===== src/rtl/ExecCore_consts.svh =====
`ifndef EXECCORE_CONSTS_SVH
`define EXECCORE_CONSTS_SVH

// data path width.
`define XLEN 32

// physical register file.
`define NUM_PREGS 32
`define PREG_BITS 5

// issue queue entries.
`define IQ_SIZE 8

`endif


===== src/rtl/ExecCore_pkg.sv =====
`include "ExecCore_consts.svh"

package ExecCore_pkg;

    typedef logic [`PREG_BITS-1:0] Tag;

    typedef enum logic {
        FU_ALU,
        FU_DIV
    } FuType;

    typedef enum logic [2:0] {
        ADD,
        SUB,
        AND,
        OR,
        XOR,
        SLTU
    } AluOp;

    typedef struct packed {
        logic [1:0] pad;
        logic       isRem; // remu when set, divu otherwise.
    } DivOp;

    // meaning depends on the fu field next to it.
    typedef union packed {
        AluOp alu;
        DivOp div;
    } OpCode;

    typedef struct packed {
        FuType fu;
        OpCode op;
        Tag    srcA;
        Tag    srcB;
        Tag    dst;
    } DispatchUop;

    typedef struct packed {
        logic             valid;
        FuType            fu;
        OpCode            op;
        Tag               dst;
        logic [`XLEN-1:0] srcAVal;
        logic [`XLEN-1:0] srcBVal;
    } ExecUop;

    typedef struct packed {
        logic             valid;
        Tag               tag;
        logic [`XLEN-1:0] result;
    } WbBus;

endpackage


===== src/rtl/Divider.sv =====
`include "ExecCore_consts.svh"

module Divider import ExecCore_pkg::*; (
    input  logic   clk,
    input  logic   reset,
    input  ExecUop execUop,
    input  WbBus   aluResult,
    output logic   divBusy,
    output WbBus   divResult
);

    localparam int StepBits = $clog2(`XLEN) + 1;

    logic                busy;
    logic                done;
    logic [StepBits-1:0] stepsLeft;
    logic [`XLEN-1:0]    quot;
    logic [`XLEN-1:0]    rem;
    logic [`XLEN-1:0]    divisor;
    logic [`XLEN:0]      partial;
    logic [`XLEN:0]      trial;
    logic                fits;
    logic                wantRem;
    Tag                  dstTag;
    logic                start;
    logic                step;

    assign start = !busy && execUop.valid && execUop.fu == FU_DIV;
    assign step = busy && !done;

    // one restoring step, remainder shifted left with the next dividend bit
    assign partial = {rem, quot[`XLEN-1]};
    assign fits = partial >= {1'b0, divisor};
    assign trial = partial - {1'b0, divisor};

    assign divBusy = busy;
    assign divResult.valid = done;
    assign divResult.tag = dstTag;
    assign divResult.result = wantRem ? rem : quot;

    always_ff @(posedge clk) begin
        if (reset) begin
            busy <= 1'b0;
            done <= 1'b0;
            stepsLeft <= '0;
        end else if (start) begin
            busy <= 1'b1;
            stepsLeft <= StepBits'(`XLEN);
        end else if (step) begin
            stepsLeft <= stepsLeft - 1'b1;
            if (stepsLeft == StepBits'(1)) begin
                done <= 1'b1;
            end
        end else if (done && !aluResult.valid) begin
            busy <= 1'b0; // port taken this cycle.
            done <= 1'b0;
        end
    end

    always_ff @(posedge clk) begin
        if (start) begin
            quot <= execUop.srcAVal;
            rem <= '0;
            divisor <= execUop.srcBVal;
            dstTag <= execUop.dst;
            wantRem <= execUop.op.div.isRem;
        end else if (step) begin
            quot <= {quot[`XLEN-2:0], fits}; // zero divisor gives all ones.
            rem <= fits ? trial[`XLEN-1:0] : partial[`XLEN-1:0];
        end
    end

endmodule


===== src/rtl/ExecCore.sv =====
module ExecCore import ExecCore_pkg::*; (
    input  logic       clk,
    input  logic       reset,
    input  logic       dispatchValid,
    input  DispatchUop dispatchUop,
    output logic       dispatchFull,
    output WbBus       wb
);

    DispatchUop issueUop;
    logic       issueValid;
    ExecUop     execUop;
    WbBus       aluResult;
    WbBus       divResult;
    logic       divBusy;

    IssueQueue issueQueue (
        .clk(clk),
        .reset(reset),
        .dispatchValid(dispatchValid),
        .dispatchUop(dispatchUop),
        .wb(wb),
        .divBusy(divBusy),
        .dispatchFull(dispatchFull),
        .issueValid(issueValid),
        .issueUop(issueUop)
    );

    OperandFetch operandFetch (
        .clk(clk),
        .reset(reset),
        .issueValid(issueValid),
        .issueUop(issueUop),
        .wb(wb),
        .execUop(execUop)
    );

    IntAlu intAlu (
        .clk(clk),
        .reset(reset),
        .execUop(execUop),
        .aluResult(aluResult)
    );

    Divider divider (
        .clk(clk),
        .reset(reset),
        .execUop(execUop),
        .aluResult(aluResult),
        .divBusy(divBusy),
        .divResult(divResult)
    );

    Writeback writeback (
        .clk(clk),
        .reset(reset),
        .aluResult(aluResult),
        .divResult(divResult),
        .wb(wb)
    );

endmodule


===== src/rtl/IntAlu.sv =====
`include "ExecCore_consts.svh"

module IntAlu import ExecCore_pkg::*; (
    input  logic   clk,
    input  logic   reset,
    input  ExecUop execUop,
    output WbBus   aluResult
);

    logic [`XLEN-1:0] a;
    logic [`XLEN-1:0] b;
    logic [`XLEN-1:0] value;

    assign a = execUop.srcAVal;
    assign b = execUop.srcBVal;

    always_comb begin
        case (execUop.op.alu)
            ADD:     value = a + b;
            SUB:     value = a - b;
            AND:     value = a & b;
            OR:      value = a | b;
            XOR:     value = a ^ b;
            SLTU:    value = {{(`XLEN - 1){1'b0}}, a < b};
            default: value = a + b; // unused encodings.
        endcase
    end

    always_ff @(posedge clk) begin
        if (reset) begin
            aluResult.valid <= 1'b0;
        end else begin
            aluResult.valid <= execUop.valid && execUop.fu == FU_ALU;
        end
    end

    always_ff @(posedge clk) begin
        aluResult.tag <= execUop.dst;
        aluResult.result <= value;
    end

endmodule


===== src/rtl/IssueQueue.sv =====
`include "ExecCore_consts.svh"

module IssueQueue import ExecCore_pkg::*; (
    input  logic       clk,
    input  logic       reset,
    input  logic       dispatchValid,
    input  DispatchUop dispatchUop,
    input  WbBus       wb,
    input  logic       divBusy,
    output logic       dispatchFull,
    output logic       issueValid,
    output DispatchUop issueUop
);

    localparam int IdxBits = $clog2(`IQ_SIZE);
    localparam int CntBits = IdxBits + 1;

    DispatchUop            entries [`IQ_SIZE]; // index 0 is the oldest.
    logic [CntBits-1:0]    count;
    logic [CntBits-1:0]    tailPos;
    logic [IdxBits-1:0]    issueIdx;
    logic [`NUM_PREGS-1:0] regReady;
    logic [`NUM_PREGS-1:0] readyNow;
    logic                  divInFetch;
    logic                  divBlocked;

    assign dispatchFull = count == CntBits'(`IQ_SIZE);
    assign divBlocked = divBusy || divInFetch;
    assign tailPos = count - CntBits'(issueValid); // slot after the shift.
    assign issueUop = entries[issueIdx];

    always_comb begin
        readyNow = regReady;
        if (wb.valid) begin
            readyNow[wb.tag] = 1'b1; // same-cycle wakeup.
        end
    end

    // walk down so the lowest, oldest eligible slot is the one kept
    always_comb begin
        issueValid = 1'b0;
        issueIdx = '0;
        for (int i = `IQ_SIZE - 1; i >= 0; i--) begin
            if (CntBits'(i) < count
                    && readyNow[entries[i].srcA]
                    && readyNow[entries[i].srcB]
                    && (entries[i].fu != FU_DIV || !divBlocked)) begin
                issueValid = 1'b1;
                issueIdx = IdxBits'(i);
            end
        end
    end

    always_ff @(posedge clk) begin
        if (reset) begin
            count <= '0;
            regReady <= '1;
            divInFetch <= 1'b0;
        end else begin
            count <= tailPos + CntBits'(dispatchValid);
            divInFetch <= issueValid && issueUop.fu == FU_DIV;
            if (wb.valid) begin
                regReady[wb.tag] <= 1'b1;
            end
            if (dispatchValid) begin
                regReady[dispatchUop.dst] <= 1'b0; // new writer overrides wakeup.
            end
        end
    end

    always_ff @(posedge clk) begin
        if (issueValid) begin
            for (int i = 0; i < `IQ_SIZE - 1; i++) begin
                if (IdxBits'(i) >= issueIdx) begin
                    entries[i] <= entries[i + 1]; // close the gap.
                end
            end
        end
        if (dispatchValid) begin
            entries[tailPos[IdxBits-1:0]] <= dispatchUop;
        end
    end

endmodule


===== src/rtl/OperandFetch.sv =====
`include "ExecCore_consts.svh"

module OperandFetch import ExecCore_pkg::*; (
    input  logic       clk,
    input  logic       reset,
    input  logic       issueValid,
    input  DispatchUop issueUop,
    input  WbBus       wb,
    output ExecUop     execUop
);

    logic [`XLEN-1:0] regFile [`NUM_PREGS];

    // writeback in flight this cycle wins over the stored value
    function automatic logic [`XLEN-1:0] readReg(Tag t);
        if (wb.valid && wb.tag == t) begin
            return wb.result;
        end
        return regFile[t];
    endfunction

    always_ff @(posedge clk) begin
        if (reset) begin
            for (int i = 0; i < `NUM_PREGS; i++) begin
                regFile[i] <= '0; // all registers read as zero.
            end
        end else if (wb.valid) begin
            regFile[wb.tag] <= wb.result;
        end
    end

    always_ff @(posedge clk) begin
        if (reset) begin
            execUop.valid <= 1'b0;
        end else begin
            execUop.valid <= issueValid;
        end
    end

    always_ff @(posedge clk) begin
        execUop.fu <= issueUop.fu;
        execUop.op <= issueUop.op;
        execUop.dst <= issueUop.dst;
        execUop.srcAVal <= readReg(issueUop.srcA);
        execUop.srcBVal <= readReg(issueUop.srcB);
    end

endmodule


===== src/rtl/Writeback.sv =====
module Writeback import ExecCore_pkg::*; (
    input  logic clk,
    input  logic reset,
    input  WbBus aluResult,
    input  WbBus divResult,
    output WbBus wb
);

    WbBus winner;

    assign winner = aluResult.valid ? aluResult : divResult; // alu first.

    always_ff @(posedge clk) begin
        if (reset) begin
            wb.valid <= 1'b0;
        end else begin
            wb.valid <= winner.valid;
        end
    end

    always_ff @(posedge clk) begin
        wb.tag <= winner.tag;
        wb.result <= winner.result;
    end

endmodule


===== config.mk =====
export PLATFORM = sky130hd
export DESIGN_NAME = ExecCore
export DESIGN_NICKNAME = d
export VERILOG_FILES = /design/src/rtl/ExecCore_pkg.sv /design/src/rtl/Divider.sv /design/src/rtl/ExecCore.sv /design/src/rtl/IntAlu.sv /design/src/rtl/IssueQueue.sv /design/src/rtl/OperandFetch.sv /design/src/rtl/Writeback.sv
export VERILOG_INCLUDE_DIRS = /design/src /design/src/rtl
export SDC_FILE = /design/constraint.sdc
export NUM_CORES = 2
export LEC_CHECK = 0
export BUFFER_PORTS_ARGS = -buffer_cell sky130_fd_sc_hd__buf_4
export CORE_MARGIN = 4
export CORE_UTILIZATION = 39
export CTS_BUF_LIST = sky130_fd_sc_hd__clkbuf_8
export CTS_CLUSTER_SIZE = 28
export DETAILED_ROUTE_END_ITERATION = 8
export PLACE_DENSITY_LB_ADDON = 0.15
export SLEW_MARGIN = 20
export SYNTH_ARGS = -nofsm -noshare
export SYNTH_HDL_FRONTEND = slang
export SYNTH_HIERARCHICAL = 1
export SYNTH_SLANG_ARGS = --single-unit

===== constraint.sdc =====
create_clock -name clk -period 12.4 [get_ports clk]
set_input_delay 1.24 -clock clk [delete_from_list [all_inputs] [get_ports clk]]
set_output_delay 1.24 -clock clk [all_outputs]
set_load 0.03 [all_outputs]

After elaboration in Yosys (flattened, before gate mapping) --
Memories as Yosys holds them, arrays and structs flattened. Index checks and enable logic that the tools add are counted.
Storage, ports and cells: output and inout bits 39, memories kept 2, input bits 22, bits in writable memories 1176, flip-flop bits (word level) 297, word-level logic and storage cells 255
Memory list:
- operandFetch.regFile | depth 32, bits a word 32, rd ports 2, clocked after memory_dff 0, wr ports 32, line OperandFetch.sv:12 | logic [`XLEN-1:0] regFile [`NUM_PREGS];
- issueQueue.entries | depth 8, bits a word 19, rd ports 9, clocked after memory_dff 0, wr ports 8, line IssueQueue.sv:18 | DispatchUop entries [`IQ_SIZE];
Cells by class: bitwise operators 16, add/sub/neg operators 6, muxes and demuxes 105, eq/ne operators 11, order comparisons 37, reduce and logical (&&, ||, !) cells 54
Operator list (number):
- 32-bit two-way mux | 12
- 32-bit case mux with 5 select lines | 1
- 5-bit by 6-bit < comparator with 1-bit output, second input constant | 18
- 1-bit binary-select mux with 5-bit select | 16
- 32-bit AND | 2
- 32-bit OR | 2
- 32-bit subtractor | 2
- 1-bit two-way mux | 62
- 38-bit two-way mux | 1
- 1-bit logical AND | 34
- 33-bit by 32-bit greater-or-equal comparator with 1-bit output | 1
- 32-bit adder | 1
- 32-bit < comparator | 1
- 32-bit inverter | 1
- 32-bit OR reduction | 1
- 32-bit XOR | 1
- 3-bit two-way mux | 8
- 3-bit by 4-bit < comparator with 1-bit output, first input constant | 4
- 6-bit two-way mux | 2
- 1-bit demux with 5-bit select | 2
- 5-bit == test | 2
- 5-bit by 1-bit greater-or-equal comparator with 1-bit output, second input constant | 2
- 1-bit inverter | 10
- 3-bit greater-or-equal comparator, first input constant | 3
- other kinds (21) | 40

Depth between registers and ports, before layout --
An unclocked memory read counts as a cell.
depth in word-level cells 24, depth in mapped cells 23, gate-level depth less buffers 18

Modules after synthesis --
Netlist, hierarchy kept.
By module, submodules not included:
- OperandFetch | area each 58484.8 um^2, instances 1, sequential area each 32230.9 um^2, cells each 4554
- IssueQueue | area each 15356.0 um^2, instances 1, sequential area each 5305.1 um^2, cells each 1600
- Divider | area each 6572.6 um^2, instances 1, sequential area each 2902.8 um^2, cells each 716
- IntAlu | area each 6407.4 um^2, instances 1, sequential area each 760.7 um^2, cells each 925
- Writeback | area each 1297.5 um^2, instances 1, sequential area each 760.7 um^2, cells each 80

Least setup slack after synthesis --
OpenSTA, ideal clock, no wires.
kind flip-flop to flip-flop, start register writeback/wb[33] (netlist name), end memory issueQueue/entries[4][0] (netlist name), enable pin, path slack 6.542 ns, cell stages (with the launch flop) 21, data required time 11.899 ns, library setup time 0.501 ns, path buffers 4, arrival 5.357 ns, path through dfxtp_1 -> buf_2 -> nor2_2 -> buf_2 -> a21oi_1 -> mux2i_1 -> mux4_2 -> a211o_1 -> o211ai_2 -> and2_1 -> nand3_1 -> or3_1 -> ha_1 -> clkbuf_1 -> inv_1 -> mux2_2 -> a22oi_1 -> nor2_1 -> clkbuf_1 -> nor2_1 -> o21ai_0
RTL lines (line):
- to (decl) | IssueQueue.sv:18

==> summary.md <==
• worst-path maximum fanout: 88
• Async SR Flop Fraction: 0%
• Layout area overhead: 9.40%
• final RePlAce weighted congestion: 1.00
• worst clock skew on the final layout: 0.0988 ns
• Mapped Cells: 7875
• vias in the first global route: 67500
• number of levels the H-tree was split into: 5
• total length of routed wires: 372000 um
• final-report max-slew violation count: 0
• clock slew seen by the registers of the worst setup and hold paths: 0.06 ns
• number of design rule violations left after detail routing: 0
• library cells used by synthesis: 113
• worst slack, placed: 3.82 ns
• outcome: finished clean
• total placed cells including tap cells: 10400
• final non-filler cell total: 11000
• grt total ovfl: 0
• hold_ws: 0.354 ns
• number of enable flip-flop cells after synthesis: 1246
• Primary FF master, synth: sky130_fd_sc_hd__edfxtp_1
• Max Buffers Root-to-Sink: 4
• dpl hpwl: 229000 um
• Worst setup EP type: register
• endpoint arrival time on the critical path: 9.68 ns
• setup TNS: 0 ns
• Die Ht: 483 um
• mean post-synth cell area: 11.2 um2
• worst slew margin relative to its limit: 20.7%
• clock tree from TritonCTS: yes
• peak clock frequency supported by timing: 0.113 GHz
• clock net sink count: 1473
• synthesized netlist net count: 8033
• worst endpoint required time: 13.25 ns
• total of endpoints with negative setup slack in the final report: 0
• kind of start point of the critical path: register
• Overall Global Routing Usage: 30.6%
• pin count of the biggest net entering global routing: 101
• Worst Slack Setup Final: 3.57 ns
• count of instances resized after the clock tree is built: 0
• setup repair after global routing missed its margin: false
• core box area: 0.225 mm2
• share of final-layout standard cells stronger than drive strength 1: 14.1%
• final-report hold violation count: 0
• clock insertion delay at the later pin of the skew report: 1.08 ns
• Hold Path Class: register to register
• post-synthesis instance area: 0.0881 mm2
• final period utilization: 71.2%
• DR pass1 iterations: 6
• minimum period implied by the final worst setup slack: 8.83 ns
• number of post-CTS setup repair buffers: 0
• max capacitance violation total: 0
• flip-flop and latch count after synthesis: 1473
• fraction of the yosys area taken by sequential cells: 47.6%
• ratio of routed vias to standard cells: 6.31
• CTS root buffer: sky130_fd_sc_hd__clkbuf_8
• Tightest Pin Transition: 1.19 ns
• placement row count: 174
• die area: 0.234 mm2
• per-cell routed wire length: 34.0 um
• Initial Utilization: 39.2%
• antenna viol nets, final: 0
• Top-Level Pins: 61
• Total Nets Final: 7873
• post-cts hold buffer count: 0
• via count of the routed design: 69100
• initial detailed-routing violation count: 9490
• fillers: 21100
• synth warn: 6
• initial antenna violation count: 27
• class of the most critical setup path: register to register
• buffers added on ports: 60
• first-pass GRT wire length: 518000 um
• clock buffer count from CTS: 296
• horizontal die dimension: 483 um
==> cell usage after synthesis (51+ instances only) <==
| cell type | number | share of area (%) |
|---|---|---|
| sky130_fd_sc_hd__buf_2 | 70 | 0.40 |
| sky130_fd_sc_hd__clkbuf_1 | 494 | 2.1 |
| sky130_fd_sc_hd__mux2_2 | 178 | 2.3 |
| sky130_fd_sc_hd__a22o_1 | 131 | 1.3 |
| sky130_fd_sc_hd__buf_1 | 52 | 0.22 |
| sky130_fd_sc_hd__o22ai_1 | 99 | 0.70 |
| sky130_fd_sc_hd__nor3_1 | 65 | 0.37 |
| sky130_fd_sc_hd__dfxtp_1 | 227 | 5.2 |
| sky130_fd_sc_hd__a22oi_1 | 315 | 2.7 |
| sky130_fd_sc_hd__and2_1 | 1042 | 7.4 |
| sky130_fd_sc_hd__o41ai_2 | 64 | 1.2 |
| sky130_fd_sc_hd__nand2_1 | 420 | 1.8 |
| sky130_fd_sc_hd__a221oi_1 | 127 | 1.3 |
| sky130_fd_sc_hd__nand2b_1 | 51 | 0.36 |
| sky130_fd_sc_hd__inv_1 | 178 | 0.76 |
| sky130_fd_sc_hd__o21ai_0 | 154 | 0.87 |
| sky130_fd_sc_hd__edfxtp_1 | 1246 | 42 |
| sky130_fd_sc_hd__ha_1 | 133 | 1.9 |
| sky130_fd_sc_hd__nor2_1 | 248 | 1.1 |
| sky130_fd_sc_hd__a211oi_1 | 64 | 0.55 |
| sky130_fd_sc_hd__mux2i_1 | 1154 | 13 |
| sky130_fd_sc_hd__buf_6 | 64 | 0.82 |
| sky130_fd_sc_hd__a21oi_1 | 323 | 1.8 |
==> routing by layer <==
| layer | track usage, % | part of all wire [%] |
|---|---|---|
| met1 | 40.3 | 40 |
| met2 | 45.8 | 43 |
| met3 | 6.84 | 9.6 |
| met4 | 18.9 | 7.1 |
| met5 | 0 | 0 |
==> state kept, by name, summed over array words and instances (netlist names) <==
register,count
divider/wantRem,1
issueQueue/entries,152
divider/done,1
divider/dstTag,5
operandFetch/execUop,74
issueQueue/divInFetch,1
operandFetch/regFile,1024
divider/quot,32
issueQueue/regReady,32
writeback/wb,38
divider/stepsLeft,6
divider/divBusy,1
divider/rem,32
intAlu/aluResult,38
divider/divisor,32
issueQueue/count,4
==> critical path, stage by stage (launching register included) <==
cell	delay, ns
sky130_fd_sc_hd__dfxtp_1	0.81
sky130_fd_sc_hd__and4_1	0.64
sky130_fd_sc_hd__a21oi_1	0.27
sky130_fd_sc_hd__buf_4	0.24
sky130_fd_sc_hd__mux4_2	0.46
sky130_fd_sc_hd__a32oi_1	0.23
sky130_fd_sc_hd__o211ai_1	0.12
sky130_fd_sc_hd__a311oi_1	0.90
sky130_fd_sc_hd__nand2_1	0.28
sky130_fd_sc_hd__a311oi_2	0.51
sky130_fd_sc_hd__o21ai_4	0.23
sky130_fd_sc_hd__mux2_2	0.30
sky130_fd_sc_hd__a221o_4	0.72
sky130_fd_sc_hd__buf_12	0.32
sky130_fd_sc_hd__buf_12	0.46
sky130_fd_sc_hd__buf_4	0.37
sky130_fd_sc_hd__mux2i_1	0.23
sky130_fd_sc_hd__a22oi_1	0.12
sky130_fd_sc_hd__a21oi_1	0.85
sky130_fd_sc_hd__o41ai_2	0.18
==> placed cells by master (no fill, tap or decap), types with 34 or more instances in the layout <==
cell type / count
sky130_fd_sc_hd__edfxtp_1: 1246
sky130_fd_sc_hd__mux2i_1: 1154
sky130_fd_sc_hd__and2_1: 1040
sky130_fd_sc_hd__nand2_1: 418
sky130_fd_sc_hd__clkbuf_8: 321
sky130_fd_sc_hd__a21oi_1: 318
sky130_fd_sc_hd__a22oi_1: 315
sky130_fd_sc_hd__inv_1: 296
sky130_fd_sc_hd__buf_4: 261
sky130_fd_sc_hd__dfxtp_1: 212
sky130_fd_sc_hd__nor2_1: 208
sky130_fd_sc_hd__mux2_2: 178
sky130_fd_sc_hd__o21ai_0: 152
sky130_fd_sc_hd__ha_1: 133
sky130_fd_sc_hd__a22o_1: 131
sky130_fd_sc_hd__a221oi_1: 127
sky130_fd_sc_hd__o22ai_1: 99
sky130_fd_sc_hd__a211oi_1: 64
sky130_fd_sc_hd__nor3_1: 64
sky130_fd_sc_hd__o41ai_2: 64
sky130_fd_sc_hd__clkinv_1: 54
sky130_fd_sc_hd__a21o_1: 50
sky130_fd_sc_hd__nand3_1: 50
sky130_fd_sc_hd__nand2b_1: 47
sky130_fd_sc_hd__o211ai_1: 45
sky130_fd_sc_hd__xnor2_1: 39
sky130_fd_sc_hd__o21bai_1: 38
sky130_fd_sc_hd__or2_2: 37
sky130_fd_sc_hd__nor2b_1: 34
sky130_fd_sc_hd__nor2_4: 34
==> cell type report <==
cell class,instances,area (um2),area share [%]
Clock inverter,196,787,0.816
Timing Repair Buffer,280,2330,2.41
Sequential cell,1473,42000,43.5
Tap cell,2992,3740,3.88
Multi-Input combinational cell,5478,42400,44.0
Clock buffer,321,4420,4.58
Antenna cell,25,62.6,0.0649
Inverter,186,699,0.726
==> stage by stage <==
stage | cell area, um2 | util, %
3_3_place_gp | 91100 | 40.5
5_1_grt | 96300 | 42.8
2_1_floorplan | 88100 | -
4_1_cts | 96300 | 42.8
3_5_place_dp | 91100 | 40.5
6_report | 96400 | 42.9
==> kinds of logic (layout without fill, tap and decap cells) <==
family | after synthesis | after routing | share of synthesized area, %
compound gates | 1735 | 1735 | 14.9
xor+xnor | 60 | 60 | 0.596
simple gates | 2158 | 2158 | 13.6
other cells | 0 | 25 | 0
flops | 1473 | 1473 | 47.6
fa+ha+maj | 136 | 136 | 1.96
mux | 1389 | 1389 | 16.5
buf+inv | 924 | 983 | 4.85
==> final timing paths <==
check	from	slack [ns]	cells past startpoint	to
hold / removal	operandFetch/execUop[64]	0.35	0	intAlu/aluResult[32]
hold reg to reg	operandFetch/execUop[64]	0.35	0	intAlu/aluResult[32]
setup / recovery	writeback/wb[35]	3.57	19	operandFetch/execUop[60]
setup reg to reg	writeback/wb[35]	3.57	19	operandFetch/execUop[60]
Power is not shown: default switching activity piles up to over one toggle a cycle in this logic, so the estimate is an artifact.
